## src/logic/traffic_pkg.sv

```systemverilog
// Shared widths, types, state and status enums, address mapping and tag helpers
package traffic_pkg;

    // Line and address widths
    localparam int LINE_BITS = 128;
    typedef logic [LINE_BITS-1:0] line_data_t;
    localparam int ADDR_BITS = 32;
    typedef logic [ADDR_BITS-1:0] line_addr_t;
    typedef logic [31:0] counter_t;
    localparam int TAG_BITS = 32;
    typedef logic [TAG_BITS-1:0] tag_t;

    // ========================================================================
    // Address mapping
    // ========================================================================

    // Random index is split as {checked_high, unchecked_middle, checked_low}
    localparam int REGION_BITS = 12;
    localparam int CHECKED_BITS = 8;
    localparam int CHECKED_LOW_BITS = 5;
    localparam int UNCHECKED_BITS = REGION_BITS - CHECKED_BITS;
    localparam int CHECKED_HIGH_BITS = CHECKED_BITS - CHECKED_LOW_BITS;
    typedef logic [REGION_BITS-1:0] region_idx_t;
    typedef logic [CHECKED_BITS-1:0] chk_idx_t;

    // Galois feedback for x^32 + x^22 + x^2 + x + 1
    localparam logic [31:0] LFSR_TAPS = 32'h8020_0003;

    // Bytes of a line that form its tag
    localparam int TAG_BYTE0 = 0;
    localparam int TAG_BYTE1 = 5;
    localparam int TAG_BYTE2 = 11;
    localparam int TAG_BYTE3 = 15;

    typedef enum logic [1:0] {IDLE, RUN, TERMINATE, ERROR} run_state_e;

    // Low bits of the status line
    typedef enum logic [1:0] {STATUS_DONE = 2'd1, STATUS_ERROR = 2'd2} status_code_e;

    // One LFSR step, shifting right
    function automatic logic [31:0] lfsr32_next(logic [31:0] v);
        return {1'b0, v[31:1]} ^ (v[0] ? LFSR_TAPS : 32'h0);
    endfunction

    // Checked only when the middle field is all zero
    function automatic logic idx_is_checked(region_idx_t idx);
        return idx[CHECKED_LOW_BITS +: UNCHECKED_BITS] == '0;
    endfunction

    // Tag RAM index is the high field above the low field
    function automatic chk_idx_t idx_to_chk(region_idx_t idx);
        return {idx[REGION_BITS-1 -: CHECKED_HIGH_BITS], idx[CHECKED_LOW_BITS-1:0]};
    endfunction

    // Byte 15 lands in the top tag byte and byte 0 in the bottom one
    function automatic tag_t line_to_tag(line_data_t v);
        return {v[8*TAG_BYTE3 +: 8], v[8*TAG_BYTE2 +: 8],
                v[8*TAG_BYTE1 +: 8], v[8*TAG_BYTE0 +: 8]};
    endfunction

endpackage
```

## src/logic/addr_gen.sv

```systemverilog
// LFSR random address stream with checked and unchecked index mapping
`timescale 1ns/1ps

module addr_gen import traffic_pkg::*;
#(
    parameter logic [31:0] SEED = 32'h1,
    parameter bit          FORCED_BIT = 1'b0
)
(
    input  logic       clk,
    input  logic       reset,
    input  line_addr_t mem_base,
    input  logic       rw_conflicts,
    output line_addr_t addr,
    output logic       addr_checked,
    output chk_idx_t   chk_idx,
    output chk_idx_t   chk_idx_q
);

    logic [31:0] lfsr;
    region_idx_t idx;

    // Free running, one step per cycle
    always_ff @(posedge clk)
    begin
        if (reset)
        begin
            lfsr <= SEED;
        end
        else
        begin
            lfsr <= lfsr32_next(lfsr);
        end
    end

    // Without conflicts reads and writes live on opposite values of bit 0
    always_comb
    begin
        idx = lfsr[REGION_BITS-1:0];
        if (!rw_conflicts)
        begin
            idx[0] = FORCED_BIT;
        end
    end

    // Mapped address, then one more stage on the tag index
    // so it lines up with the registered request
    always_ff @(posedge clk)
    begin
        addr <= mem_base + line_addr_t'(idx);
        addr_checked <= idx_is_checked(idx);
        chk_idx <= idx_to_chk(idx);
        chk_idx_q <= chk_idx;
    end

endmodule

```

## config.mk

```make
export PLATFORM = sky130hd
export DESIGN_NAME = addr_gen
export DESIGN_NICKNAME = d
export VERILOG_FILES = /design/src/logic/traffic_pkg.sv /design/src/logic/addr_gen.sv
export SDC_FILE = /design/constraint.sdc
export NUM_CORES = 1
export LEC_CHECK = 0
export BUFFER_PORTS_ARGS = -buffer_cell sky130_fd_sc_hd__buf_2
export CORE_MARGIN = 3
export CORE_UTILIZATION = 33
export CTS_CLUSTER_SIZE = 24
export DETAILED_ROUTE_END_ITERATION = 10
export GPL_ROUTABILITY_DRIVEN = 0
export HOLD_SLACK_MARGIN = 0.03
export SETUP_SLACK_MARGIN = 0.2
export SYNTH_ARGS = -nofsm -noshare
export SYNTH_HDL_FRONTEND = slang
export SYNTH_SLANG_ARGS = --single-unit
```

## constraint.sdc

```tcl
create_clock -name clk -period 2.93 [get_ports clk]
set_clock_uncertainty 0.05 [all_clocks]
set_input_delay 0.293 -clock clk [delete_from_list [all_inputs] [get_ports clk]]
set_output_delay 0.293 -clock clk [all_outputs]
set_load 0.02 [all_outputs]
```

==> results.cfg <==
[clocking]
cts-root-buf = clkbuf_8
post_cts_buffers = 0
cts_resized = 0
clock_path_buffers = 2
cts.hold.buffers_added = 0
cts_max_level = 3
clkLatencyLatePin_ns = 0.35
cts_made_buffers = 9
clk_pin_slew_ns = 0.09
cts_tree = yes
cts.sinks = 81

[hold_path]
hold_class = input pin to register
min-delay-start = mem_base[31]

[die]
fp.dieW_um = 99.97
core_um2 = 8382
fp.dieArea_um2 = 9994
start_util = 0.3477
core.rowCount = 33
io_pins = 84
die_h_um = 99.97

[yosys]
synth_edf_count = 0
synth_fp_nets = 316
ys_seq_area_frac = 0.5565
avgSynthCellArea_um2 = 10.87
syn_area_um2 = 2914
synth_top_area_share = 0.5565
synth_ff_type = dfxtp_1
ys_types = 38
synthTopCellsByArea = dfxtp_1 (56%), nor2b_1 (6.2%), xnor2_1 (6.0%)
yosys_warnings = 0
yosysTopAreaCell = dfxtp_1
async_reset_ff_frac = 0
ys_ff_latch = 81
synth_cells = 268

[layout]
mostFrequentLayoutCell = buf_2
fill_cells = 830
mostFrequentLayoutCells = buf_2 (83), dfxtp_1 (81), nor2b_1 (29)
diodes = 0
multi_input_area_um2 = 1254
final_layout_size_suffix_gt1_frac = 0.3019
final_area_um2 = 3647
area_delta_synth_final_pct = 25.16
final_nets = 404
seq_area_um2 = 1622
fin_util = 0.4351

[drt]
drtIter0Drc = 56
first_pass_iters = 4
drt-wirelength-per-cell_um = 13.05
drcViolationCount = 0
vias_per_cell = 4.567
vias = 2128
wirelength_um = 6083
ant_nets = 0

[sta]
slew-limit-headroom = 0.6485
rsz0062_at_grt = false
final_hold_viol_count = 0
tns_ns = 0
period_minus_slack_ns = 2.420
drv_slew = 0
timing.fmax_mhz = 413.2
tightest_slew_ns = 0.5273
finalSetupViolations = 0
final.period_utilization = 0.8260

[worst_setup_path]
rrSetupSlack_ns = 0.51
start_kind = register
timing.rr.end = addr[30]
critPathLaunch = lfsr[0]
setup.worst_path.end = addr[30]
path_cells = and2_1, ha_1, fa_1, a21o_1, a31oi_1, o21bai_2, nand4_1, xnor2_1
crit_slowest_cell = fa_1
r2r_start = lfsr[0]
critical_path.top_delay_family = compound AO/OA/AOI/OAI gates
worst-path-stages = 8
cpPeakStageDelay_ns = 0.40
critPathBufInv = 0
reg2regPathDepth = 8
crit_fanout = 10
critPathArrivalTime_ns = 2.65
crit_required_ns = 3.16
endpoint_kind = register
critPathKind = register to register

[grt]
globalRouteOverflowTotal = 0
grt_pass1_wl_um = 9908
antenna_found_initial = 0
grt_max_degree = 33
grt_pass1_vias = 2114
grt.total_usage = 0.1273

[run_status]
outcome = finished, final reports clean

[power_and_ir_drop]
ir_drop_mv = 0.2900
switching_share = 0.2557
fin_total_pwr_mw = 2.243
net-switching-power_uw = 573.7
p_per_area_nw_per_um2 = 615.1
p_leak_nw = 1.631
power_frac_seq = 0.521
p_int_mw = 1.670
power_frac_comb = 0.099
p_clk_frac = 0.380

[placed_design]
hpwl_um = 4520
dpl_cell_area_um2 = 3437
io_buffers = 83

[job]
cap_violations = 0
[layout make-up]
class,instances,area share
Clock buffer,10,0.03774
Clock inverter,6,0.01990
Inverter,4,0.004117
Multi-Input combinational cell,177,0.3437
Sequential cell,81,0.4446
Tap cell,105,0.03602
Timing Repair Buffer,83,0.1139
[sequential cells by signal (all words and copies together) (netlist names)]
signal	cells
addr_checked	1
chk_idx_q	8
addr	32
lfsr	32
chk_idx	8
[how the worst min path moves through the flow]
stage                               to  slack [ns]  depth (start not counted)
after floorplan             chk_idx[3]        0.30                          0
after global placement    chk_idx_q[3]        0.28                          0
after detailed placement  chk_idx_q[7]        0.28                          0
after CTS                     addr[31]        0.07                          2
after global routing          addr[31]        0.07                          2
final                         addr[31]        0.08                          2
[synth_stat cells (2+ instances only)]
library cell / n
nand2_1: 14
and4_1: 3
dfxtp_1: 81
a21oi_1: 16
nand2b_1: 3
o211ai_2: 2
o21a_1: 2
o21ai_0: 6
nand4_1: 12
a211oi_2: 2
nor2b_1: 29
xnor2_1: 20
nand3_1: 5
inv_1: 4
and2_1: 3
ha_1: 12
clkbuf_1: 5
nor2_1: 14
o21ai_1: 4
and3_1: 3
xor2_1: 11
[worst register-to-register path, cell delays in order, from the launching register on]
cell	delay (ns)
dfxtp_1	0.37
and2_1	0.19
ha_1	0.21
fa_1	0.40
a21o_1	0.22
a31oi_1	0.34
o21bai_2	0.25
nand4_1	0.18
xnor2_1	0.12
[cells by family (layout without fill, tap and decap cells)]
kind of cell | after synthesis | in the layout | share of synthesized area
xor+xnor | 31 | 31 | 0.09317
fa+ha+maj | 13 | 13 | 0.05839
flops | 81 | 81 | 0.5565
compound gates | 43 | 43 | 0.1052
simple gates | 90 | 90 | 0.1735
buf+inv | 10 | 103 | 0.01331
[per-layer routing]
metal,routed length [um],GRT usage,vias up
li1,-,-,1096
met1,2704,0.1538,960
met2,2815,0.2011,59
met3,418,0.03892,13
met4,144,0.07254,0
met5,0,0,-
[metrics by stage]
step	hold WS, ns	worst slack (ns)	cells
floorplan	0.2975	0.8363	268
global placement	0.2824	0.6084	450
detailed placement	0.2841	0.5482	450
CTS	0.06569	0.5232	466
global route	0.07247	0.3765	466
finish	0.08109	0.5098	466
[power groups by stage]
stage	clock (mW)	combinational [mW]	sequential (mW)
2_1_floorplan	0	0.0828	1.24
3_3_place_gp	0	0.221	1.20
3_5_place_dp	0	0.224	1.20
4_1_cts	0.883	0.225	1.17
5_1_grt	0.937	0.244	1.18
6_report	0.852	0.222	1.17
Power figures use the tool's default switching activity.
