--- src/logic/traffic_pkg.sv ---
// Shared widths, types, state and status enums, address mapping and tag helpers
package traffic_pkg;

    // Line and address widths
    localparam int LINE_BITS = 128;
    typedef logic [LINE_BITS-1:0] line_data_t;
    localparam int ADDR_BITS = 32;
    typedef logic [ADDR_BITS-1:0] line_addr_t;
    typedef logic [31:0] counter_t;
    localparam int TAG_BITS = 32;
    typedef logic [TAG_BITS-1:0] tag_t;

    // ========================================================================
    // Address mapping
    // ========================================================================

    // Random index is split as {checked_high, unchecked_middle, checked_low}
    localparam int REGION_BITS = 12;
    localparam int CHECKED_BITS = 8;
    localparam int CHECKED_LOW_BITS = 5;
    localparam int UNCHECKED_BITS = REGION_BITS - CHECKED_BITS;
    localparam int CHECKED_HIGH_BITS = CHECKED_BITS - CHECKED_LOW_BITS;
    typedef logic [REGION_BITS-1:0] region_idx_t;
    typedef logic [CHECKED_BITS-1:0] chk_idx_t;

    // Galois feedback for x^32 + x^22 + x^2 + x + 1
    localparam logic [31:0] LFSR_TAPS = 32'h8020_0003;

    // Bytes of a line that form its tag
    localparam int TAG_BYTE0 = 0;
    localparam int TAG_BYTE1 = 5;
    localparam int TAG_BYTE2 = 11;
    localparam int TAG_BYTE3 = 15;

    typedef enum logic [1:0] {IDLE, RUN, TERMINATE, ERROR} run_state_e;

    // Low bits of the status line
    typedef enum logic [1:0] {STATUS_DONE = 2'd1, STATUS_ERROR = 2'd2} status_code_e;

    // One LFSR step, shifting right
    function automatic logic [31:0] lfsr32_next(logic [31:0] v);
        return {1'b0, v[31:1]} ^ (v[0] ? LFSR_TAPS : 32'h0);
    endfunction

    // Checked only when the middle field is all zero
    function automatic logic idx_is_checked(region_idx_t idx);
        return idx[CHECKED_LOW_BITS +: UNCHECKED_BITS] == '0;
    endfunction

    // Tag RAM index is the high field above the low field
    function automatic chk_idx_t idx_to_chk(region_idx_t idx);
        return {idx[REGION_BITS-1 -: CHECKED_HIGH_BITS], idx[CHECKED_LOW_BITS-1:0]};
    endfunction

    // Byte 15 lands in the top tag byte and byte 0 in the bottom one
    function automatic tag_t line_to_tag(line_data_t v);
        return {v[8*TAG_BYTE3 +: 8], v[8*TAG_BYTE2 +: 8],
                v[8*TAG_BYTE1 +: 8], v[8*TAG_BYTE0 +: 8]};
    endfunction

endpackage
--- src/logic/request_port.sv ---
// Registered read and write requests, status line writes and response counters
`timescale 1ns/1ps

module request_port import traffic_pkg::*;
(
    input  logic       clk,
    input  logic       reset,
    input  run_state_e state,
    input  logic       rd_enabled,
    input  logic       wr_enabled,
    input  logic       chk_ready,
    input  logic       rd_almost_full,
    input  logic       wr_almost_full,
    input  line_addr_t rd_addr,
    input  logic       rd_checked,
    input  line_addr_t wr_addr,
    input  logic       wr_checked,
    input  line_data_t wr_data,
    input  line_addr_t status_addr,
    input  logic       rd_rsp_valid,
    input  logic       wr_rsp_valid,
    input  logic       start,
    output logic       rd_req_valid,
    output line_addr_t rd_req_addr,
    output logic       rd_req_checked,
    output logic       wr_req_valid,
    output line_addr_t wr_req_addr,
    output line_data_t wr_req_data,
    output logic       chk_wr_valid,
    output counter_t   cnt_rd_rsp,
    output counter_t   cnt_wr_rsp
);

    status_code_e status_code;

    assign status_code = (state == ERROR) ? STATUS_ERROR : STATUS_DONE;

    // ========================================================================
    // Reads
    // ========================================================================

    always_ff @(posedge clk)
    begin
        rd_req_addr <= rd_addr;
        rd_req_checked <= rd_checked;
        rd_req_valid <= (state == RUN) && rd_enabled && chk_ready && !rd_almost_full;

        if (reset)
        begin
            rd_req_valid <= 1'b0;
        end
    end

    // ========================================================================
    // Writes and status line
    // ========================================================================

    always_ff @(posedge clk)
    begin
        wr_req_addr <= wr_addr;
        wr_req_data <= wr_data;
        wr_req_valid <= 1'b0;
        chk_wr_valid <= 1'b0;

        if (!wr_almost_full)
        begin
            if (state == RUN)
            begin
                wr_req_valid <= chk_ready && wr_enabled;
                // Only checked lines update the tag RAM
                chk_wr_valid <= chk_ready && wr_enabled && wr_checked;
            end
            else if (state == TERMINATE || state == ERROR)
            begin
                wr_req_valid <= 1'b1;
                wr_req_addr <= status_addr;
                wr_req_data <= line_data_t'(status_code);
            end
        end

        if (reset)
        begin
            wr_req_valid <= 1'b0;
            chk_wr_valid <= 1'b0;
        end
    end

    // Response counters, cleared for every run
    always_ff @(posedge clk)
    begin
        cnt_rd_rsp <= cnt_rd_rsp + counter_t'(rd_rsp_valid);
        cnt_wr_rsp <= cnt_wr_rsp + counter_t'(wr_rsp_valid);

        if (reset || start)
        begin
            cnt_rd_rsp <= '0;
            cnt_wr_rsp <= '0;
        end
    end

endmodule

--- config.mk ---
export PLATFORM = sky130hd
export DESIGN_NAME = request_port
export DESIGN_NICKNAME = d
export VERILOG_FILES = /design/src/logic/traffic_pkg.sv /design/src/logic/request_port.sv
export SDC_FILE = /design/constraint.sdc
export NUM_CORES = 1
export LEC_CHECK = 0
export BUFFER_PORTS_ARGS = -buffer_cell sky130_fd_sc_hd__buf_4
export CORE_AREA = 2 2 194 196
export CTS_BUF_LIST = sky130_fd_sc_hd__clkbuf_4
export CTS_CLUSTER_SIZE = 16
export DETAILED_ROUTE_END_ITERATION = 16
export DIE_AREA = 0 0 196 198
export MAX_ROUTING_LAYER = met4
export SETUP_SLACK_MARGIN = 0.2
export SLEW_MARGIN = 20
export SYNTH_ARGS = -nofsm -noshare
export SYNTH_HDL_FRONTEND = slang
export SYNTH_SLANG_ARGS = --single-unit
export TNS_END_PERCENT = 1
--- constraint.sdc ---
create_clock -name clk -period 4.8 [get_ports clk]
set_input_delay 0.24 -clock clk [delete_from_list [all_inputs] [get_ports clk]]
set_output_delay 0.24 -clock clk [all_outputs]
set_load 0.02 [all_outputs]
==> results.yml <==
global_routing:
  antenna_violations_before_repair: 6
  grt_pass1_vias: 9011
  grt_first_pass_wirelength_um: 51000
  grt-ovfl-total: 0
  grt_usage_pct: 17.8
  grt_start_max_net_pins: 148
clock_tree:
  tritoncts: "yes"
  clock-root-buffer: "sky130_fd_sc_hd__clkbuf_4"
  cts_setup_buffers: 0
  clockBufferDepth: 3
  path_clk_slew_ns: 0.07
  htree_num_levels: 3
  clock_latency_ns: 0.73
  cts_buffers: 75
  clock_sinks: 260
placement:
  place_ws_ns: 2.27
  dp.final_hpwl_um: 24100
  port_buffer_count: 497
  place_congestion: 0.847
die:
  die-area_um2: 38800
  io_pins: 498
  die_h_um: 198
  floorplan.die.width_um: 196
  placeableCoreArea_um2: 37000
  rows: 71
  initial_core_util_pct: 22.4
layout:
  layout.cells.most_common_list: "497 x sky130_fd_sc_hd__buf_4, 260 x sky130_fd_sc_hd__dfxtp_1, 248 x sky130_fd_sc_hd__dlygate4sd3_1, 132 x sky130_fd_sc_hd__and2_1, 108 x sky130_fd_sc_hd__clkbuf_4"
  drive_gt1_share_pct: 42.0
  nets: 1774
  storage_element_area_um2: 5200
  mostFrequentLayoutCell: "sky130_fd_sc_hd__buf_4"
  multiInputGateArea_um2: 2920
  area_growth_syn_to_layout_pct: 93.5
  fillerInstances: 3457
critical_path:
  timing.setup.critical_path_class: "flop to flop"
  critPathCaptureType: "flop"
  cp.depth: 6
  worstPathBufferInverterCount: 0
  critical_path.reg2reg.startpoint: "cnt_rd_rsp[0]$_SDFF_PP0_"
  cp_common_cell: "sky130_fd_sc_hd__ha_1"
  setup.worst_path.end: "cnt_rd_rsp[16]$_SDFF_PP0_"
  sequence_of_cells_on_the_critical_path: "ha_1 > ha_1 > nand4_1 > nor4_1 > a31oi_1 > a41o_1"
  critical_path.max_fanout: 15
  critPathArrivalTime_ns: 3.13
  timing.critical_path.slowest_stage_cell: "sky130_fd_sc_hd__nor4_1"
  rr_worst_depth: 6
  worst_ep_required_time_ns: 5.42
  worst-r2r-setup-slack_ns: 2.29
  critical-path-max-stage-delay_ns: 0.75
  cp_top_family: "simple AND/OR/NAND/NOR gates"
  regToRegEndpoint: "cnt_rd_rsp[16]$_SDFF_PP0_"
  timing.critical_path.from: "cnt_rd_rsp[0]$_SDFF_PP0_"
  crit_path_start_kind: "flop"
sta:
  setup_total_negative_slack_ns: 0
  fin_crit_ns: 2.51
  fmax_ghz: 0.399
  timing.final.setup_violations: 0
  max_slew_margin_pct: 33.4
  clock-skew-final_ns: 0.0444
  worst-slew-pin-transition_ns: 0.996
  timing_max_transition_violations_final: 0
  period_share_pct: 52.2
  rsz0062_at_grt: "false"
  hold_viol_final: 0
  finalWorstSetupSlack_ns: 2.29
synthesis:
  synth_compound_area_share_pct: 5.52
  synth_net_count: 986
  asyncSetResetFlopFracSynth_pct: 0
  yosys.area_share.simple_pct: 22.0
  synth-xor-area-share_pct: 2.22
  postSynthCellCount: 743
  synth_sequential_area_ratio_pct: 62.9
  yosys_warnings: 0
  ys_dominant_reg_cell: "sky130_fd_sc_hd__dfxtp_1"
  syn-mean-instance-area_um2: 11.1
  netlist-cell-type-count: 37
  synth_area_um2: 8270
  dominant_combinational_cell_family_by_area_after_synthesis: "simple AND/OR/NAND/NOR gates"
  ys_seq_elements: 260
  proportion_of_synthesized_area_in_mux_cells_pct: 4.73
  synth_adder_area_share_pct: 0.756
  synth_enable_flop_cells: 0
power_and_ir_drop:
  power.internal_mw: 3.97
  power_switching_mw: 1.34
  vdd.ir_drop.worst_mv: 0.291
  sw_frac_of_total_pct: 25.2
  combinationalPowerShare_pct: 14.8
  clkPwrFrac_pct: 41.8
  pwr_density_nw_per_um2: 331
  total_leakage_power_nw: 7.08
  power.sequential.fraction_pct: 43.4
drt:
  routed_wl_um: 34700
  detailroute.via_count: 8638
  postRouteAntennaNets: 0
  drt_drc_violations_left: 0
  wire_per_inst_um: 16.8
  drt_first_pass_iters: 5
  route.detailed.vias_per_inst: 4.18
  dr.first_iter.drc_count: 247
flow_run:
  cap_viol_max_count: 0
status:
  run_status: "completed"
min_path:
  hold_path_class: "input pin to flop"
cell usage after synthesis, types with 7 or more instances:
cell                       instances  area share [%]
sky130_fd_sc_hd__or3_1            12            0.91
sky130_fd_sc_hd__nand4_1          22             1.7
sky130_fd_sc_hd__dfxtp_1         260              63
sky130_fd_sc_hd__mux2_2           33             4.5
sky130_fd_sc_hd__and2_1          132              10
sky130_fd_sc_hd__o21ai_0          13            0.79
sky130_fd_sc_hd__a21oi_1          34             2.1
sky130_fd_sc_hd__nor2_1           24             1.1
sky130_fd_sc_hd__nand2_1          28             1.3
sky130_fd_sc_hd__o31ai_1          22             2.0
sky130_fd_sc_hd__and3_1            8            0.60
sky130_fd_sc_hd__or4_1            24             2.2
sky130_fd_sc_hd__xnor2_1          12             1.3
sky130_fd_sc_hd__clkbuf_1         31             1.4
sky130_fd_sc_hd__and4_1            7            0.74
sky130_fd_sc_hd__xor2_1            9            0.95
sky130_fd_sc_hd__nand3_1          19             1.1
sky130_fd_sc_hd__nor3_1            8            0.48
sequential cells by signal, summed over array words and instances, names as in the netlist:
register and cells:
wr_req_data 128, cnt_rd_rsp 32, cnt_wr_rsp 32, rd_req_addr 32, wr_req_addr 32, chk_wr_valid 1
rd_req_checked 1, rd_req_valid 1, wr_req_valid 1
kinds of logic after synthesis:
| family | Yosys count |
|---|---|
| AO/OA/AOI/OAI | 76 |
| XOR/XNOR | 21 |
| adder cells (fa/ha/maj) | 5 |
| buffers and inverters | 41 |
| flip-flops | 260 |
| multiplexers | 35 |
| AND/OR/NAND/NOR | 305 |
worst min path at each step:
stage	start	cells past startpoint	endpoint
after global routing	rd_addr[31]	2	rd_req_addr[31]$_DFF_P_
after CTS	rd_addr[5]	2	rd_req_addr[5]$_DFF_P_
after floorplan	rd_addr[0]	0	rd_req_addr[0]$_DFF_P_
after global placement	rd_addr[16]	1	rd_req_addr[16]$_DFF_P_
after detailed placement	rd_addr[21]	1	rd_req_addr[21]$_DFF_P_
final	rd_addr[31]	2	rd_req_addr[31]$_DFF_P_
per-layer routing:
metal  track usage [%]  part of all wire [%]  vias up
met2              30.4                    52      327
met5                 -                     0        -
met4              9.01                   4.0        0
met3              6.11                   6.9       73
met1              18.3                    37     4052
li1                  -                     -     4186
per-stage QoR:
step                area (um2)  hold slack, ns  util [%]  cells  power (mW)
finish                   16000           0.167      43.3   2068        5.31
global route             16000          0.0564      43.3   2066        5.56
CTS                      16000          0.0488      43.3   2059        5.37
detailed placement       12500           0.346      33.8   1680        2.95
global placement         12500           0.345      33.8   1680        2.94
floorplan                 8270           0.268         -    743        2.58
timing repair:
action / 4_1_cts / 5_1_grt
hold endpoints to repair: 204 / 0
hold buffers: 248 / 0
resized for setup: 0 / 0
cell type report:
type,instances,area share (%)
clock buffers,108,5.06
repair buffers,746,38.9
inverters,6,0.141
clock inverters,23,1.27
well taps,474,3.70
multi-input cells,442,18.2
diodes,9,0.141
flip-flops and latches,260,32.5
power by group through the flow:
stage / Combinational (mW) / Clock (mW) / Sequential (mW)
2_1_floorplan: 0.0901 / 0 / 2.49
3_3_place_gp: 0.598 / 0 / 2.35
3_5_place_dp: 0.600 / 0 / 2.35
4_1_cts: 0.776 / 2.30 / 2.30
5_1_grt: 0.822 / 2.42 / 2.31
6_report: 0.783 / 2.22 / 2.30
Note: power is estimated with default switching activity, not from simulation.
