<file path="src/logic/traffic_pkg.sv">
// Shared widths, types, state and status enums, address mapping and tag helpers
package traffic_pkg;

    // Line and address widths
    localparam int LINE_BITS = 128;
    typedef logic [LINE_BITS-1:0] line_data_t;
    localparam int ADDR_BITS = 32;
    typedef logic [ADDR_BITS-1:0] line_addr_t;
    typedef logic [31:0] counter_t;
    localparam int TAG_BITS = 32;
    typedef logic [TAG_BITS-1:0] tag_t;

    // ========================================================================
    // Address mapping
    // ========================================================================

    // Random index is split as {checked_high, unchecked_middle, checked_low}
    localparam int REGION_BITS = 12;
    localparam int CHECKED_BITS = 8;
    localparam int CHECKED_LOW_BITS = 5;
    localparam int UNCHECKED_BITS = REGION_BITS - CHECKED_BITS;
    localparam int CHECKED_HIGH_BITS = CHECKED_BITS - CHECKED_LOW_BITS;
    typedef logic [REGION_BITS-1:0] region_idx_t;
    typedef logic [CHECKED_BITS-1:0] chk_idx_t;

    // Galois feedback for x^32 + x^22 + x^2 + x + 1
    localparam logic [31:0] LFSR_TAPS = 32'h8020_0003;

    // Bytes of a line that form its tag
    localparam int TAG_BYTE0 = 0;
    localparam int TAG_BYTE1 = 5;
    localparam int TAG_BYTE2 = 11;
    localparam int TAG_BYTE3 = 15;

    typedef enum logic [1:0] {IDLE, RUN, TERMINATE, ERROR} run_state_e;

    // Low bits of the status line
    typedef enum logic [1:0] {STATUS_DONE = 2'd1, STATUS_ERROR = 2'd2} status_code_e;

    // One LFSR step, shifting right
    function automatic logic [31:0] lfsr32_next(logic [31:0] v);
        return {1'b0, v[31:1]} ^ (v[0] ? LFSR_TAPS : 32'h0);
    endfunction

    // Checked only when the middle field is all zero
    function automatic logic idx_is_checked(region_idx_t idx);
        return idx[CHECKED_LOW_BITS +: UNCHECKED_BITS] == '0;
    endfunction

    // Tag RAM index is the high field above the low field
    function automatic chk_idx_t idx_to_chk(region_idx_t idx);
        return {idx[REGION_BITS-1 -: CHECKED_HIGH_BITS], idx[CHECKED_LOW_BITS-1:0]};
    endfunction

    // Byte 15 lands in the top tag byte and byte 0 in the bottom one
    function automatic tag_t line_to_tag(line_data_t v);
        return {v[8*TAG_BYTE3 +: 8], v[8*TAG_BYTE2 +: 8],
                v[8*TAG_BYTE1 +: 8], v[8*TAG_BYTE0 +: 8]};
    endfunction

endpackage
</file>
<file path="src/logic/write_data_gen.sv">
// Bank of 32-bit LFSRs forming one random write line
`timescale 1ns/1ps

module write_data_gen import traffic_pkg::*;
(
    input  logic       clk,
    input  logic       reset,
    output line_data_t wr_rand_data
);

    localparam int LFSR_COUNT = LINE_BITS / 32;

    logic [31:0] lfsr [LFSR_COUNT];

    for (genvar r = 0; r < LFSR_COUNT; r++)
    begin : g_lfsr
        // Seeds count up from 1 so each word differs
        always_ff @(posedge clk)
        begin
            if (reset)
            begin
                lfsr[r] <= 32'(r + 1);
            end
            else
            begin
                lfsr[r] <= lfsr32_next(lfsr[r]);
            end
        end

        // Word r fills bits 32*r upward
        assign wr_rand_data[32*r +: 32] = lfsr[r];
    end

endmodule

</file>
<file path="config.mk">
export PLATFORM = sky130hd
export DESIGN_NAME = write_data_gen
export DESIGN_NICKNAME = d
export VERILOG_FILES = /design/src/logic/traffic_pkg.sv /design/src/logic/write_data_gen.sv
export SDC_FILE = /design/constraint.sdc
export NUM_CORES = 1
export LEC_CHECK = 0
export BUFFER_PORTS_ARGS = -buffer_cell sky130_fd_sc_hd__buf_2
export CORE_ASPECT_RATIO = 2
export CORE_UTILIZATION = 51
export DETAILED_ROUTE_END_ITERATION = 16
export PLACE_DENSITY_LB_ADDON = 0.2
export SLEW_MARGIN = 5
export SYNTH_ARGS = -nofsm -noshare
export SYNTH_HDL_FRONTEND = slang
export SYNTH_SLANG_ARGS = --single-unit
export TNS_END_PERCENT = 10
</file>
<file path="constraint.sdc">
create_clock -name clk -period 1.9 [get_ports clk]
set_clock_uncertainty 0.2 [all_clocks]
set_input_delay 0.19 -clock clk [delete_from_list [all_inputs] [get_ports clk]]
set_output_delay 0.19 -clock clk [all_outputs]
set_load 0.03 [all_outputs]
</file>
==> flow_summary.toml, run 1 <==
[global_routing]
grt.total_usage_pct = 19.74
antenna_found_initial = 0
grt_pass1_vias = 2149
grt-ovfl-total = 0
grt_start_max_net_pins = 55
grt_pass1_wl_um = 10070

[placement]
gp_congestion = 0.7593
hpwlAfterDp_um = 4175
numPortBuffers = 129

[clocking]
clk_pin_slew_ps = 50
hold_buffers = 0
cts-htree-levels = 4
ctsResizeCount = 0
cts_sinks = 128
cts_max_path_buffers = 2
cts_tree = "yes"
cts_buffers = 17
cts-root-buf = "clkbuf_16"
clkLatencyLatePin_ps = 400
cts_setup_buffers = 0

[timing]
rsz0062_at_grt = "false"
max_slew_margin_pct = 65.55
hold_viol = 0
finalSetupTns_ps = 0
worst_pin_slew_ps = 516.8
min_period_ps = 1488
final-setup-viol-count = 0
slew_viol_final = 0
whs_ps = 54.38
fmax_mhz = 671.9
final.period_utilization_pct = 78.34

[die]
initial_core_util_pct = 53.14
fp.coreArea_um2 = 6621
die-area_um2 = 7255
die_w_um = 60.73
fp.dieH_um = 119.5
num_io_pins = 130
rows = 42

[yosys]
synth_compound_area_share_pct = 0
synth.yosys.seq_area_share_pct = 72.83
syn_area_per_cell_um2 = 12.48
yosys_warnings = 0
synth_top_area_share_pct = 72.83
synth.area.top_cells = "dfxtp_1, nor2b_1, xnor2_1"
synth_area_leader_cell = "dfxtp_1"
synth-xor-area-share_pct = 2.987
muxShareOfSynthArea_pct = 0
synth_top_family_by_area = "simple AND/OR/NAND/NOR gates"
yosysUniqueCellTypes = 7
synth_nets = 284
yosys.area_share.simple_pct = 22.19
syn_inst = 282
ys_seq_elements = 128
synth_fa_ha_area_share_pct = 0
synth_area_um2 = 3518

[critical_path]
crit_path_end_kind = "primary output"
path_cells = "buf_2"
cp.arrival_ps = 1100
cp_slowest_cell = "dfxtp_1"
cp.required_ps = 1510
critPathTopFamily = "flip-flops"
critPathMaxFanout = 5
start_kind = "flop"
slowest_delay_ps = 450
critPathBufInv = 1
rrSetupSlack_ps = 900
worstSetupPathType = "reg2out"

[cells_and_area]
fill_cells = 519
nets = 420
n_antenna_cell = 0
area_delta_synth_final_pct = 37.41
layout-drive-gt1-share_pct = 36.66
layout_common_cells = "dfxtp_1, buf_2, nor2b_1"
largest_reg_flops = 128
top_regs = "lfsr: 128 flops"
fin_util_pct = 73.02
top_register = "lfsr"

[routing]
avgViaCountPerCell = 4.424
drtIter0Drc = 109
ant_nets = 0
routed_wl_um = 6518
num_vias = 2296
wl_per_cell_um = 12.56
drt_first_pass_iters = 4
route.detailed.drc = 0

[hold_path]
min_path_type = "in2reg"

[run_status]
status = "complete, no violations"

[pwr]
ir_drop_v = 0.001049
cellLeakagePower_nw = 2.349
power_density_nw_per_um2 = 1304

[job]
maxCapViolations = 0
[cells in the mapped netlist (all sizes together)]
cell	n
or2	1
nor2b	115
nor2	8
xnor2	12
buf	14
dfxtp	128
nand2b	4
[through the flow]
step / cell area (µm²) / power (W) / cells / setup WS [ps]
after CTS: 4835 / 0.006368 / 519 / 387.3
after global routing: 4835 / 0.006539 / 519 / 338.2
after detailed placement: 4247 / 0.003228 / 487 / 593.1
after global placement: 4247 / 0.003223 / 487 / 612.1
after floorplan: 3518 / 0.003125 / 282 / 800.7
final: 4835 / 0.006304 / 519 / 411.6
[logic make-up after synthesis]
group / Yosys count
XOR/XNOR: 12
AND/OR/NAND/NOR: 128
buffers and inverters: 14
flip-flops: 128
[path summary, 6_finish.rpt]
path,startpoint,end,cells past startpoint
setup / recovery,lfsr[0][32]$_SDFF_PP0_,wr_rand_data[32],1
hold reg to reg,lfsr[1][35]$_SDFF_PP0_,lfsr[1][34]$_SDFF_PP1_,1
setup reg to reg,lfsr[1][0]$_SDFF_PP1_,lfsr[1][21]$_SDFF_PP0_,2
hold / removal,reset,lfsr[1][31]$_SDFF_PP0_,2
[layer usage]
metal	vias up	part of all wire [%]	GRT usage, %
li1	1125	-	-
met1	1079	42	21.35
met2	83	50	30.29
met3	9	6.4	9.772
met4	0	1.7	11.08
met5	-	0	0
[final cells by class]
type / count / area [µm²] / area share (%)
repair buffers: 131 / 688.2 / 14.23
flip-flops and latches: 128 / 2562 / 53.00
well taps: 88 / 110.1 / 2.277
clock buffers: 27 / 513.0 / 10.61
multi-input cells: 140 / 885.9 / 18.32
clock inverters: 5 / 75.07 / 1.553
[worst register-to-register path, cell delays in order, from the launching register on]
cell and delay, ps:
dfxtp_1 440, xnor2_1 160, nor2_1 60
[power by group]
part           total [W]  switching (W)  internal (W)
Sequential       0.00282      0.0000551       0.00276
Clock            0.00313        0.00103       0.00210
Combinational   0.000358       0.000239      0.000119
(Power assumes the default switching activity.)
==> run 2: changes to the inputs <==
--- a/config.mk
+++ b/config.mk
@@ -7,7 +7,7 @@
 export LEC_CHECK = 0
 export BUFFER_PORTS_ARGS = -buffer_cell sky130_fd_sc_hd__buf_2
 export CORE_ASPECT_RATIO = 2
-export CORE_UTILIZATION = 51
+export CORE_UTILIZATION = 48
 export DETAILED_ROUTE_END_ITERATION = 16
 export PLACE_DENSITY_LB_ADDON = 0.2
 export SLEW_MARGIN = 5
==> constraint.sdc (replaced) <==
create_clock -name clk -period 1.5 [get_ports clk]
set_clock_uncertainty 0.2 [all_clocks]
set_input_delay 0.15 -clock clk [delete_from_list [all_inputs] [get_ports clk]]
set_output_delay 0.15 -clock clk [all_outputs]
set_load 0.03 [all_outputs]
==> flow_summary.toml, run 2 (same netlist as run 1, synthesis figures left out) <==
[critical_path]
start_kind = "flop"
worstSetupPathType = "reg2out"
slowest_delay_ps = 450
critPathMaxFanout = 5
crit_path_end_kind = "primary output"
path_cells = "buf_2"
critPathTopFamily = "flip-flops"
rrSetupSlack_ps = 530
cp.arrival_ps = 1090
critPathBufInv = 1
cp_slowest_cell = "dfxtp_1"
cp.required_ps = 1150

[hold_path]
min_path_type = "reg2reg"

[pwr]
power_density_nw_per_um2 = 1685
pwr-share-seq_pct = 43.2
ir_drop_v = 0.001052
swShare_pct = 20.54
p_clk_share_pct = 51.3
p_int_w = 0.006567
cellLeakagePower_nw = 2.387
p_sw_w = 0.001698
combPwrFrac_pct = 5.6

[routing]
drt_first_pass_iters = 3
ant_nets = 0
num_vias = 2298
drtIter0Drc = 99
route.detailed.drc = 0
wl_per_cell_um = 12.78
routed_wl_um = 6709
avgViaCountPerCell = 4.377

[cells_and_area]
fill_cells = 523
layout_commonest_cell = "buf_2"
top_regs = "lfsr: 128 flops"
area_delta_synth_final_pct = 39.44
fin_util_pct = 70.14
layout_common_cells = "buf_2, dfxtp_1, nor2b_1"
n_antenna_cell = 0
top_register = "lfsr"
nets = 425
layout-drive-gt1-share_pct = 37.70
largest_reg_flops = 128

[clocking]
cts_sinks = 128
cts_setup_buffers = 0
cts-root-buf = "clkbuf_16"
cts_buffers = 17
cts_max_path_buffers = 2
clkLatencyLatePin_ps = 400
clk_pin_slew_ps = 50
cts-htree-levels = 4
cts_tree = "yes"

[die]
die-area_um2 = 7697
initial_core_util_pct = 50.30
num_io_pins = 130
rows = 43
die_w_um = 62.54
fp.dieH_um = 123.1
fp.coreArea_um2 = 6994

[timing]
slew_viol_final = 0
finalSetupTns_ps = 0
final.period_utilization_pct = 96.21
fmax_mhz = 692.9
hold_viol = 0
worst_pin_slew_ps = 470.6
min_period_ps = 1443
rsz0062_at_grt = "false"
final-setup-viol-count = 0
max_slew_margin_pct = 68.63

[placement]
hpwlAfterDp_um = 4286
gp_congestion = 0.7435
numPortBuffers = 129

[global_routing]
grt_pass1_vias = 2210
grt-ovfl-total = 0
antenna_found_initial = 0
grt_start_max_net_pins = 47
grt_pass1_wl_um = 10610
grt.total_usage_pct = 18.77

[job]
maxCapViolations = 0

[run_status]
status = "complete, no violations"
[run 2: what timing repair did]
action	in CTS	in global routing
hold endpoints to repair	33	0
gates resized for setup	0	1
setup endpoints to repair	0	1
hold buffers	1	0
[run 2: metrics by stage]
step           std cells  hold WS, ps  total power [W]  instance area, µm²  setup slack [ps]
3_3_place_gp         493        216.5         0.004090                4267             310.8
2_1_floorplan        282        206.0         0.003959                3518             400.7
5_1_grt              525        260.0         0.008556                4906             6.018
6_report             525        228.2         0.008265                4906             56.78
3_5_place_dp         493        216.1         0.004096                4267             289.8
4_1_cts              525        230.9         0.008354                4905             23.97
[run 2: layout make-up]
class | instances | area (µm²) | share of cell area, %
flip-flops and latches | 128 | 2564 | 52.26
multi-input cells | 140 | 885.9 | 18.06
repair buffers | 136 | 715.7 | 14.59
clock buffers | 27 | 533.0 | 10.86
well taps | 90 | 112.6 | 2.295
clock inverters | 4 | 95.09 | 1.938
[run 2: final timing paths]
check                                               to  cells after the start                   start
worst max-delay path                   wr_rand_data[0]                      1   lfsr[0][0]$_SDFF_PP1_
worst min-delay path            lfsr[1][34]$_SDFF_PP1_                      1  lfsr[1][35]$_SDFF_PP0_
worst max register to register  lfsr[1][32]$_SDFF_PP0_                      2  lfsr[1][32]$_SDFF_PP0_
worst min register to register  lfsr[1][34]$_SDFF_PP1_                      1  lfsr[1][35]$_SDFF_PP0_
[run 2: layer usage]
metal  GRT usage (%)  vias up  share of wire, %
met3           8.303       16               6.8
met1           20.74     1065                41
li1                -     1131                 -
met2           29.01       86                50
met4           12.50        0               2.5
met5               0        -                 0
[run 2: power by group through the flow]
stage | Sequential (W) | Combinational [W] | Clock, W
after floorplan | 0.00381 | 0.000152 | 0
after global placement | 0.00363 | 0.000457 | 0
after global routing | 0.00358 | 0.000491 | 0.00449
after detailed placement | 0.00364 | 0.000461 | 0
final | 0.00357 | 0.000460 | 0.00424
after CTS | 0.00357 | 0.000465 | 0.00432
