File: config.mk
export PLATFORM = sky130hd
export DESIGN_NAME = run_control
export DESIGN_NICKNAME = d
export VERILOG_FILES = /design/src/logic/traffic_pkg.sv /design/src/logic/run_control.sv
export SDC_FILE = /design/constraint.sdc
export NUM_CORES = 1
export LEC_CHECK = 0
export CORE_MARGIN = 8
export CORE_UTILIZATION = 35
export CTS_BUF_LIST = sky130_fd_sc_hd__clkbuf_4 sky130_fd_sc_hd__clkbuf_8
export CTS_CLUSTER_DIAMETER = 100
export CTS_CLUSTER_SIZE = 28
export DETAILED_ROUTE_END_ITERATION = 16
export DONT_BUFFER_PORTS = 1
export PLACE_DENSITY_LB_ADDON = 0.1
export REMOVE_ABC_BUFFERS = 1
export SYNTH_ARGS = -nofsm -noshare
export SYNTH_HDL_FRONTEND = slang
export SYNTH_SLANG_ARGS = --single-unit
File: constraint.sdc
create_clock -name clk -period 2.8 [get_ports clk]
set_clock_uncertainty 0.15 [all_clocks]
set_input_delay 0.28 -clock clk [delete_from_list [all_inputs] [get_ports clk]]
set_output_delay 0.28 -clock clk [all_outputs]
set_load 0.05 [all_outputs]
File: src/logic/traffic_pkg.sv
// Shared widths, types, state and status enums, address mapping and tag helpers
package traffic_pkg;

    // Line and address widths
    localparam int LINE_BITS = 128;
    typedef logic [LINE_BITS-1:0] line_data_t;
    localparam int ADDR_BITS = 32;
    typedef logic [ADDR_BITS-1:0] line_addr_t;
    typedef logic [31:0] counter_t;
    localparam int TAG_BITS = 32;
    typedef logic [TAG_BITS-1:0] tag_t;

    // ========================================================================
    // Address mapping
    // ========================================================================

    // Random index is split as {checked_high, unchecked_middle, checked_low}
    localparam int REGION_BITS = 12;
    localparam int CHECKED_BITS = 8;
    localparam int CHECKED_LOW_BITS = 5;
    localparam int UNCHECKED_BITS = REGION_BITS - CHECKED_BITS;
    localparam int CHECKED_HIGH_BITS = CHECKED_BITS - CHECKED_LOW_BITS;
    typedef logic [REGION_BITS-1:0] region_idx_t;
    typedef logic [CHECKED_BITS-1:0] chk_idx_t;

    // Galois feedback for x^32 + x^22 + x^2 + x + 1
    localparam logic [31:0] LFSR_TAPS = 32'h8020_0003;

    // Bytes of a line that form its tag
    localparam int TAG_BYTE0 = 0;
    localparam int TAG_BYTE1 = 5;
    localparam int TAG_BYTE2 = 11;
    localparam int TAG_BYTE3 = 15;

    typedef enum logic [1:0] {IDLE, RUN, TERMINATE, ERROR} run_state_e;

    // Low bits of the status line
    typedef enum logic [1:0] {STATUS_DONE = 2'd1, STATUS_ERROR = 2'd2} status_code_e;

    // One LFSR step, shifting right
    function automatic logic [31:0] lfsr32_next(logic [31:0] v);
        return {1'b0, v[31:1]} ^ (v[0] ? LFSR_TAPS : 32'h0);
    endfunction

    // Checked only when the middle field is all zero
    function automatic logic idx_is_checked(region_idx_t idx);
        return idx[CHECKED_LOW_BITS +: UNCHECKED_BITS] == '0;
    endfunction

    // Tag RAM index is the high field above the low field
    function automatic chk_idx_t idx_to_chk(region_idx_t idx);
        return {idx[REGION_BITS-1 -: CHECKED_HIGH_BITS], idx[CHECKED_LOW_BITS-1:0]};
    endfunction

    // Byte 15 lands in the top tag byte and byte 0 in the bottom one
    function automatic tag_t line_to_tag(line_data_t v);
        return {v[8*TAG_BYTE3 +: 8], v[8*TAG_BYTE2 +: 8],
                v[8*TAG_BYTE1 +: 8], v[8*TAG_BYTE0 +: 8]};
    endfunction

endpackage
File: src/logic/run_control.sv
// Run FSM, configuration registers and run-cycle countdown
`timescale 1ns/1ps

module run_control import traffic_pkg::*;
(
    input  logic       clk,
    input  logic       reset,
    input  logic       start,
    input  counter_t   run_cycles,
    input  logic       enable_reads,
    input  logic       enable_writes,
    input  logic       enable_checker,
    input  logic       enable_rw_conflicts,
    input  logic       raise_error,
    input  logic       wr_almost_full,
    output run_state_e state,
    output logic       rd_enabled,
    output logic       wr_enabled,
    output logic       checker_enabled,
    output logic       rw_conflicts,
    output logic       run_busy
);

    counter_t cycles_rem;

    // ========================================================================
    // Configuration and countdown
    // ========================================================================

    always_ff @(posedge clk)
    begin
        // Count down to zero and stay there
        if (cycles_rem != '0)
        begin
            cycles_rem <= cycles_rem - counter_t'(1);
        end

        // Start loads a fresh run length and the enables
        if (start)
        begin
            cycles_rem <= run_cycles;
            rd_enabled <= enable_reads;
            wr_enabled <= enable_writes;
            checker_enabled <= enable_checker;
            rw_conflicts <= enable_rw_conflicts;
        end

        if (reset)
        begin
            cycles_rem <= '0;
            rd_enabled <= 1'b0;
            wr_enabled <= 1'b0;
            checker_enabled <= 1'b0;
            rw_conflicts <= 1'b0;
        end
    end

    // ========================================================================
    // Run state machine
    // ========================================================================

    always_ff @(posedge clk)
    begin
        case (state)
            IDLE:
            begin
                if (start)
                begin
                    state <= RUN;
                end
            end
            RUN:
            begin
                // An error wins over a normal end
                if (raise_error)
                begin
                    state <= ERROR;
                end
                else if (cycles_rem == '0)
                begin
                    state <= TERMINATE;
                end
            end
            default:
            begin
                // Status write goes out in this same cycle
                if (!wr_almost_full)
                begin
                    state <= IDLE;
                end
            end
        endcase

        if (reset)
        begin
            state <= IDLE;
        end
    end

    assign run_busy = (state != IDLE);

endmodule

==> results of run 1 <==
==> synthesized netlist by cell type, types with 2 or more instances <==
| cell | count |
|---|---|
| dfxtp_1 | 38 |
| nand2_1 | 36 |
| nor2_1 | 20 |
| xnor2_1 | 18 |
| o21ai_0 | 16 |
| inv_1 | 9 |
| nor3_1 | 9 |
| a21oi_1 | 8 |
| nor4_1 | 8 |
| o21ai_1 | 7 |
| nand3_1 | 6 |
| nor4_2 | 5 |
| buf_2 | 4 |
| clkbuf_1 | 4 |
| mux2i_1 | 4 |
| xor2_1 | 4 |
| and4_1 | 3 |
| nor2b_1 | 3 |
| or3_1 | 3 |
| a22o_1 | 2 |
| a31oi_1 | 2 |
| a32o_1 | 2 |
| buf_1 | 2 |
| mux2_2 | 2 |
| nand2b_1 | 2 |
| nand3b_1 | 2 |
| nand4_1 | 2 |
| nand4b_1 | 2 |
| o31a_1 | 2 |
| or2_2 | 2 |
==> flip-flops by register name, indices dropped and copies added (netlist names) <==
register         count
cycles_rem          32
state                2
rw_conflicts         1
wr_enabled           1
rd_enabled           1
checker_enabled      1
==> critical path: cells and delay by family, from the launching register on <==
family             cells  cell delay (ns)
AOI/OAI and AO/OA      1             0.29
DFF                    1             0.37
and+or+nand+nor        4             1.44
==> per-layer routing <==
metal,vias to the layer above,wire length [µm],share of wire
li1,949,-,-
met5,-,0,0
met3,4,301,0.055
met2,48,2470,0.45
met4,0,55,0.010
met1,820,2650,0.48
==> cell type report <==
cell class	count	area (µm²)	share of cell area
inverter	9	33.8	0.0131
clock inverter	2	12.5	0.00485
multi-input combinational	189	1220	0.471
tap	75	93.8	0.0364
timing repair buffer	39	380	0.147
sequential	38	761	0.295
clock buffer	6	82.6	0.0320
==> where the power goes <==
part	switching [µW]	total (µW)	internal [µW]
registers	65.0	646	581
logic	156	296	141
clock network	204	402	198
total	424	1340	920
==> worst paths after layout <==
kind	from	slack (ns)	to	cells after the start
worst min register to register	cycles_rem[5]	0.39	cycles_rem[5]	2
worst min-delay path	wr_almost_full	0.01	state[0]	2
worst max register to register	cycles_rem[8]	0.45	cycles_rem[4]	5
worst max-delay path	cycles_rem[8]	0.45	cycles_rem[4]	5
==> through the flow <==
stage | total power (µW) | cell area (µm²) | setup slack (ns) | hold slack, ns | util
finish | 1340 | 2580 | 0.449 | 0.0109 | 0.444
global route | 1430 | 2580 | 0.240 | 0.00260 | 0.444
CTS | 1360 | 2580 | 0.418 | 0.00140 | 0.444
detailed placement | 910 | 2130 | 0.429 | 0.201 | 0.367
global placement | 911 | 2130 | 0.480 | 0.199 | 0.367
floorplan | 847 | 2010 | 0.611 | 0.196 | -
==> kinds of logic after synthesis <==
logic type | Yosys count | share of synthesized area
adder cells (fa/ha/maj) | 1 | 0.00607
AND/OR/NAND/NOR | 111 | 0.303
XOR/XNOR | 22 | 0.0934
flip-flops | 38 | 0.369
AO/OA/AOI/OAI | 49 | 0.156
buffers and inverters | 20 | 0.0425
multiplexers | 6 | 0.0303
==> results.md, run 1 <==
- Run status: finished clean
- Starting DRC count in detailed routing: 101
- Via Count: 1821
- Startpoint Class: flip-flop
- Post-placement cell count: 315
- Grt peak-use layer: met2
- Detail Placement HPWL: 3.78 mm
- Core ar.: 5820 µm²
- Critical Path Slowest Stage Cell: and4_1
- First-pass GRT wire length: 9.14 mm
- GPL Wtd Cong: 0.773
- CTS Buf Count: 5
- Fillers: 625
- I/O Buffers: 0
- Leak: 0.000910 µW
- DRT Pass-1 Iters: 4
- Post-synth EDFFs: 0
- # diodes: 0
- Global route overflow: 0
- TNS Setup: 0 ns
- Post-synth top area share: 0.369
- I/O pins: 48
- Fmax: 0.425 GHz
- Main synth FF type: dfxtp_1
- Post-cts repair resize count: 0
- Nets: 324
- DRC: 0
- DIE HEIGHT: 92.8 µm
- Post-route insts no fill: 358
- Layout cells sized above 1: 0.102
- Post-synthesis sequential area ratio: 0.369
- VDD IR-drop max: 0.000265 V
- Syn_area_per_cell: 8.35 µm²
- DIE AREA: 8600 µm²
- Unrepaired setup endpoints after global routing: no
- Commonest non-fill, non-tap cell in the layout: dfxtp_1
- Postcts setup bufs: 0
- WL final: 5.48 mm
- Crit path cell chain: nor4_2, and4b_1, and4_1, nor4_1, o31a_1
- Distinct cells, synth: 50
- Yosys top cell by area: dfxtp_1
- Sink Count: 38
- Power per cell area: 521 nW/µm²
- Rel. slew slack: 0.580
- Max cap viols: 0
- Worst Path Required: 2.84 ns
- Max clock buf depth: 2
- All-layer global routing usage: 0.132
- Clock root buffer: clkbuf_8
- Vias per cell: 5.09
- Post-synthesis async set-or-reset flop share: 0
- Worst-Skew Late Latency: 0.29 ns
- Met3 Use GR: 0.0445
- CTS Hold Bufs: 35
- Setup violators final: 0
- GR met1 Demand/Resource: 0.173
- Most area-consuming cells after synthesis: dfxtp_1 37%, xnor2_1 7.6%, nand2_1 6.6%
- Initial antenna violation count: 0
- Critical Path Sink Type: flip-flop
- Max Transition Viols Final: 0
- Vias in the first global route: 1821
- Detail Route Antenna Nets: 0
- Commonest non-fill, non-tap cells in the layout: 38 x dfxtp_1, 36 x nand2_1, 35 x dlygate4sd3_1
- Measured slew at the worst slew-check pin: 0.629 ns
- Clock slew at reported path FFs: 0.08 ns
- Fin crit share: 0.840
- Number of H-tree levels: 2
- GR Layer Usage met2: 0.203
- DIE WIDTH: 92.8 µm
- CP Data Arrival Time: 2.39 ns
- Worst Path Max Fanout: 9
- Largest net degree at the start of global routing: 20
- Wire length per cell: 15.3 µm
- Synth Instances: 247
- Synth-to-layout area growth: 25.1%
- Post-Syn Area: 2060 µm²
- Starting Density: 0.355
- CTS tree: built
- Yosys warns: 0
- Worst hold-check path type: in2reg
- Tmin final: 2.35 ns
- Site Rows: 28
- Hold Vio Cnt, Final: 0
- Setup CP Type: reg2reg
- FF+latch count, synth: 38
- CP peak stage delay: 0.47 ns
(Power assumes the default switching activity.)
==> inputs of run 2 (changes only) <==
- clock period: 2.8 -> 2.01 ns (I/O delays scaled with it)
==> run 2 against run 1 <==
Against the previous run:
- total power grew 54%
- hold slack better by 0.0059 ns
- cell area grew 23%
- final cell count rose by 15%
- utilization is 10 points higher
- register-to-register slack got worse by 0.45 ns
- critical endpoint is now cycles_rem[6]
- clock power increased by 40%
- routed wire length grew 9.4%
- first-iteration DRC count fell by 30%
==> results.md, run 2 (synthesis gave the netlist of run 1 again) <==
- First-pass GRT wire length: 9.74 mm
- Fin crit share: 0.998
- Setup CP Type: reg2reg
- All-layer global routing usage: 0.140
- Number of H-tree levels: 2
- Switching power: 643 µW
- Rel. slew slack: 0.350
- Gate power share: 0.303
- Hold Path Depth: 3
- Max cap viols: 0
- Crit path cell chain: or4_4, nor3_4, buf_6, nand4_4, and4_1, a2111oi_2
- Flop-to-flop setup slack: 0.004 ns
- Synth-to-layout area growth: 53.4%
- VDD IR-drop max: 0.000414 V
- Worst Path Max Fanout: 7
- Commonest non-fill, non-tap cell in the layout: dlygate4sd3_1
- Detail Route Antenna Nets: 0
- I/O pins: 48
- Clk pwr share: 0.272
- Hold Path Origin: start
- DIE WIDTH: 92.8 µm
- Wire length per cell: 14.6 µm
- Initial antenna violation count: 0
- Max clock buf depth: 2
- Hold WS: 0.0168 ns
- Starting DRC count in detailed routing: 71
- CTS Buf Count: 5
- Sequential cell area: 766 µm²
- Clock root buffer: clkbuf_8
- DIE HEIGHT: 92.8 µm
- Tmin final: 2.01 ns
- Sink Count: 38
- CP peak stage delay: 0.55 ns
- Global route overflow: 0
- Post-placement cell count: 356
- Worst r2r dst: cycles_rem[6]
- Biggest regs: cycles_rem (32), state (2)
- Startpoint Class: flip-flop
- Site Rows: 28
- Detail Placement HPWL: 4.11 mm
- Commonest non-fill, non-tap cells in the layout: 44 x dlygate4sd3_1, 43 x buf_4, 36 x nand2_1
- Worst r2r path cells: 6
- Worst-Skew Late Latency: 0.29 ns
- Sequential share of power: 0.425
- Biggest register: cycles_rem
- Measured slew at the worst slew-check pin: 0.970 ns
- Post-route insts no fill: 412
- Core ar.: 5820 µm²
- Starting Density: 0.355
- Vias per cell: 4.92
- Fmax: 0.498 GHz
- Reg-to-reg startpoint: cycles_rem[14]
- GPL Wtd Cong: 0.777
- Worst hold-check path type: in2reg
- Switching Fraction: 0.311
- I/O Buffers: 0
- Critical Path Sink Type: flip-flop
- Nets: 378
- Leak: 0.00120 µW
- Critical Path Slowest Stage Cell: or4_4
- Run status: finished clean
- Worst Path Required: 2.05 ns
- Hold Crit Endpoint: cycles_rem[3]
- Unrepaired setup endpoints after global routing: yes
- Layout cells sized above 1: 0.276
- DIE AREA: 8600 µm²
- Largest register FFs: 32
- Multi-input logic area: 1340 µm²
- Setup violators final: 0
- Max Transition Viols Final: 0
- Clock slew at reported path FFs: 0.08 ns
- Largest net degree at the start of global routing: 25
- Design Area, Final: 3160 µm²
- DRT Pass-1 Iters: 4
- CTS tree: built
- CP Data Arrival Time: 2.05 ns
- # diodes: 0
- Vias in the first global route: 2104
- WL final: 6.00 mm
- DRC: 0
- Via Count: 2026
- Fillers: 569
- Power per cell area: 654 nW/µm²
- Internal Pwr Total: 1430 µW
- Hold Vio Cnt, Final: 0
- Dpl cell area: 2440 µm²
==> run 2: changes by cell type in the layout (fill, tap and decap cells not counted), sizes merged <==
cell and change:
clkinvlp -1, dlygate4sd3 +9, buf +45, clkbuf +1
==> run 2: worst max-delay path, delay by kind of cell (launching register included) <==
kind	cells	cell delay, ns
flip-flops	1	0.34
AND/OR/NAND/NOR	4	1.10
AO/OA/AOI/OAI	1	0.18
buffers and inverters	1	0.15
==> run 2: through the flow <==
stage	util	TNS (ns)	power [µW]	setup slack [ns]
final	0.544	0	2070	0.00383
after global routing	0.544	-0.856	2190	-0.0770
after CTS	0.518	-0.000940	2040	-0.000888
after detailed placement	0.420	-0.808	1370	-0.125
after global placement	0.420	-0.624	1370	-0.126
after floorplan	-	-0.504	1180	-0.179
==> run 2: worst max-delay path by stage <==
stage	startpoint	to	depth (start not counted)
after floorplan	cycles_rem[8]	cycles_rem[21]	5
after global placement	cycles_rem[8]	cycles_rem[29]	7
after detailed placement	cycles_rem[8]	cycles_rem[29]	7
after CTS	cycles_rem[8]	cycles_rem[30]	8
after global routing	cycles_rem[3]	cycles_rem[12]	6
final	cycles_rem[14]	cycles_rem[6]	6
==> run 2: final cells by class <==
| class | count | share of cell area |
|---|---|---|
| Multi-Input combinational cell | 189 | 0.424 |
| Timing Repair Buffer | 93 | 0.264 |
| Sequential cell | 38 | 0.242 |
| Tap cell | 75 | 0.0297 |
| Clock buffer | 7 | 0.0285 |
| Inverter | 9 | 0.0107 |
| Clock inverter | 1 | 0.00158 |
==> run 2: repair_timing <==
| action | in CTS | in global routing |
|---|---|---|
| hold buffers | 44 | 0 |
| endpoints found under the hold margin | 38 | 0 |
| setup buffers | 1 | 3 |
| gates resized for setup | 7 | 27 |
| pin swaps | 1 | 9 |
| setup endpoints to repair | 20 | 33 |
==> run 2: power by group through the flow <==
stage               Clock [µW]  Combinational (µW)  Sequential (µW)
global route               617                 684              888
detailed placement           0                 484              889
CTS                        591                 578              872
finish                     564                 626              879
floorplan                    0                 278              902
global placement             0                 483              889
==> run 2: metal layers <==
layer | part of all wire | GRT usage | vias to the layer above
met5 | 0 | 0 | -
met4 | 0.0072 | 0.0416 | 0
met3 | 0.048 | 0.0413 | 4
met2 | 0.47 | 0.231 | 41
met1 | 0.47 | 0.172 | 927
li1 | - | - | 1054
==> inputs of run 3 (changes only) <==
- MAX_ROUTING_LAYER: unset -> met4
==> run 3 against run 2 <==
Against the previous run:
- sequential share of layout area fell by 0.057 points
- global-route usage rose by 0.44 points
- critical path type unchanged
- sequential cell count is the same
- first-iteration DRC count decreased by 8.5%
- routed wire length is 0.10% lower
- non-clock buffer count is the same
- final cell count stayed put
==> results.md, run 3 (synthesis gave the netlist of run 1 again) <==
- Run status: finished clean
- CP Data Arrival Time: 2.04 ns
- Leak: 0.00121 µW
- Global route overflow: 0
- Internal Pwr Total: 1430 µW
- Clock root buffer: clkbuf_8
- Fmax: 0.501 GHz
- Critical Path Slowest Stage Cell: or4_4
- Vias in the first global route: 2101
- Setup CP Type: reg2reg
- Wire length per cell: 14.5 µm
- Starting DRC count in detailed routing: 65
- TNS Setup: 0 ns
- Site Rows: 28
- Max clock buf depth: 2
- DRT Pass-1 Iters: 4
- Post-route insts no fill: 412
- Fillers: 567
- I/O Buffers: 0
- First-pass GRT wire length: 9.75 mm
- CP peak stage delay: 0.55 ns
- Tmin final: 2.00 ns
- Worst Path Max Fanout: 7
- Rel. slew slack: 0.341
- Vias per cell: 4.90
- Commonest non-fill, non-tap cells in the layout: 44 x dlygate4sd3_1, 43 x buf_4, 36 x nand2_1
- DIE HEIGHT: 92.8 µm
- Detail Placement HPWL: 4.11 mm
- DIE WIDTH: 92.8 µm
- Clock slew at reported path FFs: 0.08 ns
- Worst path top cell family by delay: simple AND/OR/NAND/NOR gates
- Multi-input logic area: 1350 µm²
- All-layer global routing usage: 0.145
- Crit path cell chain: or4_4, nor3_4, buf_6, nand4_4, and4_1, a2111oi_2
- Via Count: 2018
- Max cap viols: 0
- Gate power share: 0.303
- Sequential share of power: 0.425
- Sink Count: 38
- Power per cell area: 654 nW/µm²
- Fin crit share: 0.993
- Critical Path Sink Type: flip-flop
- Worst Path Required: 2.05 ns
- WL final: 5.99 mm
- Core ar.: 5820 µm²
- Switching power: 646 µW
- Hold Vio Cnt, Final: 0
- Synth-to-layout area growth: 53.8%
- CTS Buf Count: 5
- Startpoint Class: flip-flop
- Setup violators final: 0
- Post-placement cell count: 356
- Starting Density: 0.355
- Biggest regs: cycles_rem (32), state (2)
- DRC: 0
- Unrepaired setup endpoints after global routing: yes
- Layout cells sized above 1: 0.276
- DIE AREA: 8600 µm²
- Initial antenna violation count: 0
- I/O pins: 48
- Max Transition Viols Final: 0
- Switching Fraction: 0.312
- Worst hold-check path type: in2reg
- Biggest register: cycles_rem
- Largest net degree at the start of global routing: 25
- Commonest non-fill, non-tap cell in the layout: dlygate4sd3_1
- Measured slew at the worst slew-check pin: 0.984 ns
- Number of H-tree levels: 2
- Clk pwr share: 0.273
- Largest register FFs: 32
- Detail Route Antenna Nets: 0
- Hold WS: 0.0188 ns
- Nets: 378
- VDD IR-drop max: 0.000413 V
- Sequential cell area: 766 µm²
- Worst-Skew Late Latency: 0.29 ns
- WP buf/inv: 1
- CTS tree: built
- # diodes: 0
- GPL Wtd Cong: 0.787
==> run 3: changes by cell type in the layout (fill, tap and decap cells not counted) <==
| cell | previous run | this run |
|---|---|---|
| or3_1 | 3 | 2 |
| nor4_4 | 5 | 6 |
| a31oi_1 | 1 | 2 |
| nor4_2 | 5 | 4 |
| a31oi_2 | 1 | 0 |
| or3_4 | 0 | 1 |
==> run 3: worst paths after layout <==
check	startpoint	end	slack, ns	cells after the start
max	cycles_rem[14]	cycles_rem[6]	0.01	6
min	start	cycles_rem[3]	0.02	3
max reg2reg	cycles_rem[14]	cycles_rem[6]	0.01	6
min reg2reg	state[0]	state[0]	0.40	2
==> run 3: power by group through the flow <==
stage / combinational (µW) / sequential, µW / clock [µW]
final: 627 / 880 / 565
after floorplan: 278 / 902 / 0
after global placement: 483 / 889 / 0
after global routing: 687 / 889 / 620
after detailed placement: 484 / 889 / 0
after CTS: 578 / 872 / 591
==> run 3: worst register-to-register path: stages, from the launching register on <==
cell	delay, ns
dfxtp_2	0.34
or4_4	0.55
nor3_4	0.16
buf_6	0.14
nand4_4	0.13
and4_1	0.24
a2111oi_2	0.18
==> run 3: metrics by stage <==
step	total power [µW]	area, µm²	worst slack [ns]	utilization
after floorplan	1180	2010	-0.179	-
after global placement	1370	2440	-0.126	0.420
after detailed placement	1370	2440	-0.125	0.420
after CTS	2040	3010	-0.000888	0.518
after global routing	2200	3170	-0.0770	0.545
final	2070	3170	0.0131	0.545
==> run 3: what timing repair did <==
item	in CTS	in global routing
gates resized for setup	7	28
endpoints found under the hold margin	38	0
pin swaps	1	8
setup buffers	1	3
setup endpoints to repair	20	33
hold buffers	44	0
==> run 3: per-layer routing <==
| layer | vias to the layer above | global-route usage | share of wire |
|---|---|---|---|
| met5 | - | - | 0 |
| met4 | 0 | 0.0416 | 0.013 |
| met3 | 7 | 0.0364 | 0.039 |
| met2 | 42 | 0.229 | 0.47 |
| met1 | 911 | 0.177 | 0.48 |
| li1 | 1058 | - | - |
==> run 3: layout make-up <==
class	instances	area share
Clock buffer	7	0.0284
Clock inverter	1	0.00158
Inverter	9	0.0107
Multi-Input combinational cell	189	0.425
Sequential cell	38	0.242
Tap cell	75	0.0296
Timing Repair Buffer	93	0.263
